<file path="config.mk">
export PLATFORM = sky130hd
export DESIGN_NAME = l2_mem_path
export DESIGN_NICKNAME = d
export VERILOG_FILES = /design/src/verilog/vc_pkg.sv /design/src/verilog/entry_ram.sv /design/src/verilog/l2_mem_path.sv /design/src/verilog/mem_steer.sv /design/src/verilog/victim_cache.sv
export VERILOG_INCLUDE_DIRS = /design/src /design/src/verilog
export SDC_FILE = /design/constraint.sdc
export NUM_CORES = 1
export LEC_CHECK = 0
export BUFFER_PORTS_ARGS = -buffer_cell sky130_fd_sc_hd__buf_2
export CORE_MARGIN = 1
export CORE_UTILIZATION = 57
export CTS_CLUSTER_SIZE = 16
export DETAILED_ROUTE_END_ITERATION = 7
export PLACE_DENSITY = 0.81
export SYNTH_ARGS = -nofsm -noshare
export SYNTH_HDL_FRONTEND = slang
export SYNTH_SLANG_ARGS = --single-unit
</file>
<file path="constraint.sdc">
create_clock -name pmembus -period 2.8 [get_ports pmembus]
set_input_delay 0.56 -clock pmembus [delete_from_list [all_inputs] [get_ports pmembus]]
set_output_delay 0.56 -clock pmembus [all_outputs]
set_load 0.005 [all_outputs]
</file>
<file path="src/verilog/vc_macros.svh">
`ifndef VC_MACROS_SVH
`define VC_MACROS_SVH

// ------------------------------------------------------------
// Sizes of the memory-side path below the L2 cache.
// ------------------------------------------------------------

// Width of a line address as seen by L2 and by physical memory.
`define ADDR_BITS 12

// One cache line moves as a single 128-bit beat.
`define LINE_BITS 128

// Number of lines held by the victim cache.
`define VC_ENTRIES 4

// Width of an index into the victim entries, log2 of VC_ENTRIES.
`define VC_IDX_BITS 2

`endif

</file>
<file path="src/verilog/vc_pkg.sv">
`include "vc_macros.svh"

package vc_pkg;

	// ------------------------------------------------------------
	// Payload types shared by the victim cache and the steering.
	// ------------------------------------------------------------

	// A line address, one per 128-bit line.
	typedef logic [`ADDR_BITS-1:0] addr_t;

	// One whole cache line.
	typedef logic [`LINE_BITS-1:0] line_t;

	// Selects one of the victim entries.
	typedef logic [`VC_IDX_BITS-1:0] vc_idx_t;

	// Tag word of one victim entry.
	// An all-zero word is an empty entry, which is what reset leaves behind.
	typedef struct packed
	{
		logic  valid; // Entry holds a line.
		logic  dirty; // Line differs from memory and must be written back.
		addr_t adr;   // Line address of the held line.
	} vc_tag_t;

	// Who answers L2 reads at the moment.
	// The victim cache owns the path until a lookup misses.
	// Memory then owns it until it acknowledges the read.
	typedef enum logic
	{
		OWN_VICTIM = 1'b0,
		OWN_PMEM   = 1'b1
	} owner_t;

endpackage : vc_pkg

</file>
<file path="src/verilog/entry_ram.sv">
`timescale 1ns/1ns
`include "vc_macros.svh"

// Small register file with one write port and one asynchronous read port.
// The payload type is a parameter, so the same block holds tags or lines.
module entry_ram
	import vc_pkg::*;
#(
	parameter type payload_t = line_t,
	parameter int  depth     = `VC_ENTRIES
)
(
	input  logic     pmembus,
	input  logic     rst_n,
	input  logic     we,
	input  vc_idx_t  waddr,
	input  payload_t wdata,
	input  vc_idx_t  raddr,
	output payload_t rdata
);

	payload_t mem [depth]; // Storage words.

	// Reset clears every word, so all tags start out invalid.
	always_ff @(posedge pmembus or negedge rst_n)
	begin
		if (!rst_n)
		begin
			for (int i = 0; i < depth; i++)
				mem[i] <= '0;
		end
		else if (we)
			mem[waddr] <= wdata; // Single write per clock.
	end

	assign rdata = mem[raddr]; // Read is combinational.

endmodule : entry_ram

</file>
<file path="src/verilog/l2_mem_path.sv">
`timescale 1ns/1ns

// Memory-side path below the L2 cache.
// Connects the victim cache and the steering block to the L2 and memory ports.
module l2_mem_path
	import vc_pkg::*;
(
	input  logic  pmembus,
	input  logic  rst_n,
	input  logic  l2_stb,
	input  logic  l2_we,
	input  addr_t l2_adr,
	input  line_t l2_dat_m,
	input  logic  l2_dirty,
	input  logic  pmem_ack,
	input  line_t pmem_dat_s,
	output logic  l2_ack,
	output line_t l2_dat_s,
	output logic  pmem_stb,
	output logic  pmem_cyc,
	output logic  pmem_we,
	output addr_t pmem_adr,
	output line_t pmem_dat_m
);

	logic  vc_read, vc_write; // Gated L2 strobes into the victim cache.
	logic  vc_ack, vc_miss;
	line_t vc_dat;
	logic  wb_stb;            // Victim writeback in progress.
	addr_t wb_adr;
	line_t wb_dat;

	victim_cache i_victim_cache
	(
		.pmembus, .rst_n,
		.vc_read, .vc_write,
		.l2_adr, .l2_dat_m, .l2_dirty,
		.pmem_ack,
		.vc_ack, .vc_miss, .vc_dat,
		.wb_stb, .wb_adr, .wb_dat
	);

	mem_steer i_mem_steer
	(
		.pmembus, .rst_n,
		.l2_stb, .l2_we, .l2_adr,
		.vc_ack, .vc_miss, .vc_dat,
		.wb_stb, .wb_adr, .wb_dat,
		.pmem_ack, .pmem_dat_s,
		.vc_read, .vc_write,
		.l2_ack, .l2_dat_s,
		.pmem_stb, .pmem_cyc, .pmem_we, .pmem_adr, .pmem_dat_m
	);

endmodule : l2_mem_path

</file>
<file path="src/verilog/mem_steer.sv">
`timescale 1ns/1ns

// Steers L2 traffic between the victim cache and physical memory.
// A one-bit owner decides where reads, acknowledges and data come from.
module mem_steer
	import vc_pkg::*;
(
	input  logic  pmembus,
	input  logic  rst_n,
	input  logic  l2_stb,
	input  logic  l2_we,
	input  addr_t l2_adr,
	input  logic  vc_ack,
	input  logic  vc_miss,
	input  line_t vc_dat,
	input  logic  wb_stb,
	input  addr_t wb_adr,
	input  line_t wb_dat,
	input  logic  pmem_ack,
	input  line_t pmem_dat_s,
	output logic  vc_read,
	output logic  vc_write,
	output logic  l2_ack,
	output line_t l2_dat_s,
	output logic  pmem_stb,
	output logic  pmem_cyc,
	output logic  pmem_we,
	output addr_t pmem_adr,
	output line_t pmem_dat_m
);

	owner_t owner;   // Current answerer of L2 reads.
	logic   rd_req;  // L2 wants a line.
	logic   pmem_rd; // Read handed over to memory.

	// ------------------------------------------------------------
	// Owner state.
	// ------------------------------------------------------------

	// A miss hands the read to memory.
	// The memory acknowledge ends it and gives control back.
	always_ff @(posedge pmembus or negedge rst_n)
	begin
		if (!rst_n)
			owner <= OWN_VICTIM;
		else if (owner == OWN_VICTIM && vc_miss)
			owner <= OWN_PMEM;
		else if (owner == OWN_PMEM && pmem_ack)
			owner <= OWN_VICTIM;
	end

	// ------------------------------------------------------------
	// Request and response routing.
	// ------------------------------------------------------------

	assign rd_req   = l2_stb && !l2_we;
	assign vc_read  = rd_req && (owner == OWN_VICTIM);
	assign pmem_rd  = rd_req && (owner == OWN_PMEM);
	assign vc_write = l2_stb && l2_we; // Evictions always go to the victim cache.

	// Memory answers only while it owns the read.
	// A writeback acknowledge stays inside the victim cache.
	assign l2_ack   = (owner == OWN_PMEM) ? pmem_ack : vc_ack;
	assign l2_dat_s = (owner == OWN_PMEM) ? pmem_dat_s : vc_dat;

	// Reads and writebacks never overlap, one L2 request is open at a time.
	assign pmem_stb   = pmem_rd || wb_stb;
	assign pmem_cyc   = pmem_stb;
	assign pmem_we    = wb_stb;
	assign pmem_adr   = wb_stb ? wb_adr : l2_adr;
	assign pmem_dat_m = wb_dat; // Only a writeback carries data out.

endmodule : mem_steer

</file>
<file path="src/verilog/victim_cache.sv">
`timescale 1ns/1ns
`include "vc_macros.svh"

// Victim cache below L2.
// Holds evicted lines, returns them on a later L2 read and writes dirty
// lines back to memory when they are pushed out.
module victim_cache
	import vc_pkg::*;
(
	input  logic    pmembus,
	input  logic    rst_n,
	input  logic    vc_read,
	input  logic    vc_write,
	input  addr_t   l2_adr,
	input  line_t   l2_dat_m,
	input  logic    l2_dirty,
	input  logic    pmem_ack,
	output logic    vc_ack,
	output logic    vc_miss,
	output line_t   vc_dat,
	output logic    wb_stb,
	output addr_t   wb_adr,
	output line_t   wb_dat
);

	// Request phases. RESP answers a read, WB waits on memory, FILL stores.
	typedef enum logic [1:0] {S_IDLE, S_RESP, S_WB, S_FILL} vc_state_t;

	vc_state_t state;
	vc_idx_t   idx_r;                   // Entry picked when the request was taken.
	logic      hit_r;                   // Registered lookup result.
	vc_idx_t   rr_ptr;                  // Round-robin replacement pointer.
	logic [`VC_ENTRIES-1:0] vld;        // Per-entry valid bits for the compare.
	addr_t     cam_adr [`VC_ENTRIES];   // Address copy used for the parallel match.

	logic      hit;
	vc_idx_t   hit_idx;
	vc_idx_t   pick_idx;
	vc_idx_t   raddr;
	logic      tag_we;
	vc_tag_t   tag_wd;
	vc_tag_t   tag_rd;
	line_t     line_rd;

	// ------------------------------------------------------------
	// Lookup and entry choice.
	// ------------------------------------------------------------

	// Compare the L2 address against every valid entry at once.
	always_comb
	begin
		hit     = 1'b0;
		hit_idx = '0;
		for (int i = 0; i < `VC_ENTRIES; i++)
		begin
			if (vld[i] && cam_adr[i] == l2_adr)
			begin
				hit     = 1'b1;
				hit_idx = vc_idx_t'(i);
			end
		end
	end

	// Lowest free entry wins; with none free the pointer picks the victim.
	always_comb
	begin
		pick_idx = rr_ptr;
		for (int i = `VC_ENTRIES-1; i >= 0; i--)
		begin
			if (!vld[i])
				pick_idx = vc_idx_t'(i);
		end
	end

	// While idle the read port looks at the write candidate.
	// Afterwards it stays on the entry that the request was bound to.
	assign raddr = (state == S_IDLE) ? pick_idx : idx_r;

	// ------------------------------------------------------------
	// Entry storage.
	// ------------------------------------------------------------

	// A hit frees its entry; a fill stores the new tag.
	assign tag_we = (state == S_FILL) || (state == S_RESP && hit_r);
	assign tag_wd = (state == S_FILL)
		? vc_tag_t'{valid: 1'b1, dirty: l2_dirty, adr: l2_adr}
		: '0;

	entry_ram #(.payload_t(vc_tag_t), .depth(`VC_ENTRIES)) i_tag_ram
	(
		.pmembus, .rst_n,
		.we(tag_we), .waddr(idx_r), .wdata(tag_wd),
		.raddr, .rdata(tag_rd)
	);

	entry_ram #(.payload_t(line_t), .depth(`VC_ENTRIES)) i_line_ram
	(
		.pmembus, .rst_n,
		.we(state == S_FILL), .waddr(idx_r), .wdata(l2_dat_m),
		.raddr, .rdata(line_rd)
	);

	// ------------------------------------------------------------
	// Request sequencing.
	// ------------------------------------------------------------

	always_ff @(posedge pmembus or negedge rst_n)
	begin
		if (!rst_n)
		begin
			state  <= S_IDLE;
			idx_r  <= '0;
			hit_r  <= 1'b0;
			rr_ptr <= '0;
			vld    <= '0;
		end
		else
		begin
			case (state)
				S_IDLE:
				begin
					if (vc_write)
					begin
						idx_r <= pick_idx;
						// A dirty line in the way has to reach memory first.
						state <= (tag_rd.valid && tag_rd.dirty) ? S_WB : S_FILL;
					end
					else if (vc_read)
					begin
						hit_r <= hit;
						idx_r <= hit_idx;
						state <= S_RESP;
					end
				end
				S_RESP:
				begin
					if (hit_r)
						vld[idx_r] <= 1'b0; // The line moves back into L2.
					state <= S_IDLE;
				end
				S_WB:
				begin
					if (pmem_ack)
						state <= S_FILL; // The slot is free once the writeback is done.
				end
				default:
				begin
					vld[idx_r] <= 1'b1;
					rr_ptr     <= rr_ptr + 1'b1;
					state      <= S_IDLE;
				end
			endcase
		end
	end

	// Each fill also loads the address copy that the parallel match uses.
	always_ff @(posedge pmembus)
	begin
		if (state == S_FILL)
			cam_adr[idx_r] <= l2_adr;
	end

	// Outputs decode straight from the phase.
	assign vc_ack  = (state == S_FILL) || (state == S_RESP && hit_r);
	assign vc_miss = (state == S_RESP) && !hit_r; // One cycle, then memory takes over.
	assign vc_dat  = line_rd;
	assign wb_stb  = (state == S_WB);             // Held until memory acknowledges.
	assign wb_adr  = tag_rd.adr;
	assign wb_dat  = line_rd;

endmodule : victim_cache

</file>
# After elaboration in Yosys (flattened, before gate mapping)
# Memories as Yosys holds them, arrays and structs flattened.
# Cells that the tools add are included.
# W data, S select, Z words.
[totals]
reg_bits = 580
ramBits = 48
input_bits = 274
elab_cells = 118
mem_count = 1
[classes]
addsub = 1
magnitude_cmp = 5
eq_ne = 10
mux = 43
bitwise_logic = 8
n_reduce_logical = 28
[mem_list]
columns = ["memory", "depth", "word_bits", "rd", "rd_ports_with_merged_regs", "write_ports", "line_no", "text"]
rows = [
  ["i_victim_cache.cam_adr", 4, 12, 4, 0, 1, "victim_cache.sv:34", "addr_t cam_adr [`VC_ENTRIES];"],
]
[op_table]
columns = ["operator", "n"]
rows = [
  ["$bwmux W512", 1],
  ["$mux W128", 4],
  ["$bmux W128 S2", 1],
  ["$demux W128 S2", 1],
  ["$bwmux W56", 1],
  ["$mux W14", 4],
  ["$eq A12 B12 Y1", 4],
  ["$bmux W14 S2", 1],
  ["$demux W14 S2", 1],
  ["$mux W2", 12],
  ["$logic_and A1 B1 Y1", 15],
  ["$mux W1", 12],
  ["$mux W12", 1],
  ["$pmux W4 S2", 1],
  ["$ge A3 B3 Y1 const B", 2],
  ["$not A2 Y3", 2],
  ["$reduce_and A2 Y1", 3],
  ["$and A4 B4 Y4", 1],
  ["$eq A2 B2 Y1 const B", 2],
  ["$mux W4", 1],
  ["$not A4 Y4", 1],
  ["$or A4 B4 Y4", 1],
  ["$pmux W2 S2", 1],
  ["$reduce_bool A2 Y1", 2],
  ["16 further kinds", 20],
]

# Longest topological paths before layout
[logic_depth]
depth_word = 13
ltp_mapped = 9

# Modules after synthesis
# Synthesis repeated with hierarchy kept, for this count alone.
[unflattened]
hier_cells = 2011
hier_area_um2 = 31275.0
[modules_own_cells]
columns = ["mod", "instances", "cells_each", "area_per_inst_um2"]
rows = [
  ["entry_ram at i_victim_cache.i_line_ram", 1, 1240, 22066.2],
  ["victim_cache", 1, 340, 3712.3],
  ["mem_steer", 1, 294, 3064.2],
  ["entry_ram at i_victim_cache.i_tag_ram", 1, 137, 2432.3],
]

# Least setup slack after synthesis
# OpenSTA, ideal clock, no wires.
[synth_timing]
path_type = "flip-flop to output port"
startpoint = "register i_victim_cache.state[0]"
endpoint = "output port pmem_adr[10]"
arrival_ps = 1980
t_required_ps = 2240
setup_slack_ps = 260
stages_incl_launch_ff = 7
cell_sequence = "dfrtp_1 buf_2 o41ai_4 buf_6 mux4_2 nand2_1 nand2_1"
[synth_between]
elab_chain_cells = 7
[synth_lines]
columns = ["element", "line_no", "text"]
rows = [
  ["start, declared", "victim_cache.sv:29", "vc_state_t state;"],
  ["start signal, assigned", "victim_cache.sv:126", "state <= (tag_rd.valid && tag_rd.dirty) ? S_WB : S_FILL;"],
  ["$logic_not A2 Y1", "victim_cache.sv:77", "assign raddr = (state == S_IDLE) ? pick_idx : idx_r;"],
  ["$mux W2", "victim_cache.sv:77", ""],
  ["$not A2 Y3 (implied by the code)", "entry_ram.sv:36", "assign rdata = mem[raddr];"],
  ["$bmux W14 S2", "entry_ram.sv:36", ""],
  ["$mux W14 (implied by the code) (2 in a row)", "entry_ram.sv:36", ""],
  ["$mux W12 (*)", "mem_steer.sv:70", "assign pmem_adr = wb_stb ? wb_adr : l2_adr;"],
  ["end, declared", "l2_mem_path.sv:22", "output addr_t pmem_adr,"],
]
# Every way passes the cells marked *; elsewhere a longest branch is shown, timed or not. The select of a mux whose other input is x is not followed.

==> reports/metrics.csv <==
metric;value;unit
register area;0.01596;sq mm
Avg WL per Cell;26.86;microns
Bufs on Longest Clock Path;3;
Core ar.;0.05403;sq mm
clock latency at the later pin of the worst-skew pair;0.63;ns
detailed-router iteration count before antenna repair;6;
total power after layout;63250;uW
Die W;236.4;microns
internal power;36360;uW
detailed placement HPWL;62.09;mm
reg2reg end;i_victim_cache.i_line_ram.mem[328]$_DFFE_PN0P_;
CP peak stage delay;0.43;ns
first-pass GRT wire length;152.2;mm
TritonCTS Sinks;628;
Worst-Margin Slew;1.259;ns
ANT nets after route;0;
Critical Path Source Type;flop;
commonest non-fill, non-tap cell in the layout;nand2_1;
failing checks;negative setup slack;
Cell Rows;85;
PnR worst setup slack;-0.7015;ns
Clock transition at path regs;0.06;ns
drt total wl;119.8;mm
Cells after DPL;4242;
Power Dens Cells;1500;mW/mm^2
Final Hold Viols;0;
Synth cell types;50;
vias in the first global route;27323;
worst hold path type;in -> reg;
GRT Util Overall;34.75;%
post-synth top area share;46.33;%
# H-tree levels;3;
routed vias/inst;6.664;
multi-input logic area;0.01646;sq mm
WP data required;2.24;ns
fin cells;4462;
Clock Tree Root;clkbuf_16;
CTS tree;built;
Max stage delay cell, worst path;dfrtp_1;
syn_nets;3385;
Post-Syn Area per Cell;10.07;sq um
clock share of power;14.7;%
die footprint;0.05591;sq mm
Worst R2R Setup Slack;0.43;ns
initial antenna violation count;24;
layout cells sized above 1;43.04;%
fin crit period;3.502;ns
synthesized instance count;3111;
Comb pwr share;58.8;%
CP endpoint kind;primary output;
# port buffers;545;
Worst VDD drop;1.271;mV
Final period util;125.1;%
initial DRC count;3844;
Hold Path Stages;3;
Crit Path Category;reg -> out;
skew final;0.02394;ns
synthesized area;0.03133;sq mm
GPL Wtd Cong;0.9024;
status;finished, violations left;
FILL cells;2842;
Final Hold Slack;0.1783;ns
Synth-to-Final Area Change;34.60;%
Top-Level Pins;546;
CP cell instances;nor2b_4 > o21ai_4 > a31oi_4 > buf_12 > buf_16 > clkbuf_16 > buf_6 > mux2i_4 > a221oi_1 > buf_2;
global route overflow;0;
Post-synth EDFFs;48;
largest net degree at the start of global routing;131;
CP max FO;8;
switching share of total power;42.51;%
# nets final;3973;
Async S/R FF share, synth;92.36;%
Initial Util;57.99;%
Synth area leaders;dfrtp_1 46%, nand2_1 11%, mux2_2 9.2%;
RSZ-0062 raised after global routing;yes;
sequential fraction of the synthesis area;50.93;%
max frequency;0.2856;GHz
CTS buffer count;68;
main flop type after synthesis;dfrtp_1;
commonest non-fill, non-tap cells in the layout;893 x nand2_1, 576 x dfrtp_1, 540 x buf_2, 256 x mux2_2, 130 x inv_1;
worst reg2reg path depth;7;
Die Ht;236.4;microns
max-slew violation count;0;
sequential power share;26.5;%
Slew Limit Headroom;16.07;%
static leakage;0.01904;uW
Yosys warning total;0;
number of synthesized register bits;628;
via count;29734;
area leader, netlist;dfrtp_1;
WHS Endpoint;i_victim_cache.i_line_ram.mem[293]$_DFFE_PN0P_;
setup TNS;-124.08;ns
DR DRC count;0;
final setup vio count;270;
reg-to-reg startpoint;i_victim_cache.idx_r[0]$_DFFE_PN0P_;
Util after Layout;78.05;%
crit path DAT;2.94;ns
Max-Cap Viols;0;
P_sw;26890;uW
Hold Path Origin;l2_dat_m[37];
-- synthesized netlist by cell type (all sizes together), types with 6 or more instances --
cell type    n
o21ai       58
xnor2       42
nor2         9
nor2b      134
mux2i      129
mux2       256
a21oi      132
nand3       11
buf        142
dfrtp      580
xor2         8
a211oi     257
a221oi     128
nand4        6
inv        133
clkbuf     101
edfxtp      48
nand2      896
mux4        12
-- through the flow --
step                      worst slack, ns  instance area [sq um]
after global routing              -0.7657                  42160
after floorplan                    0.2602                  31330
after CTS                         -0.5037                  38630
after global placement          -0.009843                  35290
final                             -0.7015                  42170
after detailed placement         -0.04675                  35290
-- power groups by stage --
stage / registers [uW] / logic (uW) / clock network (uW)
floorplan: 14800 / 15200 / 0
finish: 16800 / 37200 / 9320
CTS: 15700 / 27700 / 9270
global placement: 15500 / 24900 / 0
detailed placement: 15700 / 25400 / 0
global route: 17100 / 38500 / 9710
-- repair_timing --
item,4_1_cts,5_1_grt
endpoints found under the hold margin,32,0
setup buffers,13,26
pin swaps,42,50
endpoints found under the setup margin,270,270
hold buffers,1,0
cloned,8,35
resized for setup,182,477
-- cell families (layout without fill, tap and decap cells) --
group,after synthesis,count (layout),share of synthesized area [%]
compound gates,585,585,13.47
flops,628,628,50.93
mux,397,397,14.21
simple gates,1075,1075,14.25
other cells,0,16,0
buf+inv,376,1015,5.743
xor+xnor,50,50,1.398
-- metal layers --
layer	wire [microns]	global-route usage [%]
met5	174	0
met4	9359	17.32
met3	13840	7.080
met2	55310	55.94
met1	41160	44.82
-- how the worst max path moves through the flow --
| stage | from | to | cells after the start |
|---|---|---|---|
| 2_1_floorplan | i_victim_cache.state[0]$_DFFE_PN0P_ | pmem_adr[10] | 6 |
| 3_3_place_gp | i_victim_cache.state[1]$_DFFE_PN0P_ | l2_dat_s[106] | 9 |
| 3_5_place_dp | i_victim_cache.state[1]$_DFFE_PN0P_ | l2_dat_s[106] | 9 |
| 4_1_cts | flop | l2_dat_s[118] | 9 |
| 5_1_grt | i_victim_cache.state[1]$_DFFE_PN0P_ | l2_dat_s[60] | 10 |
| 6_report | flop | l2_dat_s[10] | 10 |
-- layout make-up --
cell class                 instances  share of cell area, %
antenna                           16                0.09494
sequential                       628                  37.85
timing repair buffer             761                  14.33
multi-input combinational       2107                  39.04
clock buffer                      91                  4.679
tap                              696                  2.065
clock inverter                    30                 0.7299
inverter                         133                  1.208
-- critical path: cells and delay by family (launching register included) --
| kind | cells | cell delay, ns |
|---|---|---|
| buffers and inverters | 5 | 0.87 |
| AOI/OAI and AO/OA | 3 | 0.68 |
| DFF | 1 | 0.43 |
| muxes | 1 | 0.19 |
| and+or+nand+nor | 1 | 0.16 |
-- sequential cells by signal, indices dropped and copies added, names as in the netlist, named ones only --
| register | flops |
|---|---|
| i_mem_steer.owner | 1 |
| i_victim_cache.cam_adr | 48 |
| i_victim_cache.hit_r | 1 |
| i_victim_cache.i_line_ram.mem | 512 |
| i_victim_cache.i_tag_ram.mem | 56 |
| i_victim_cache.idx_r | 2 |
| i_victim_cache.rr_ptr | 2 |
| i_victim_cache.state | 2 |
Power figures use the tool's default switching activity.
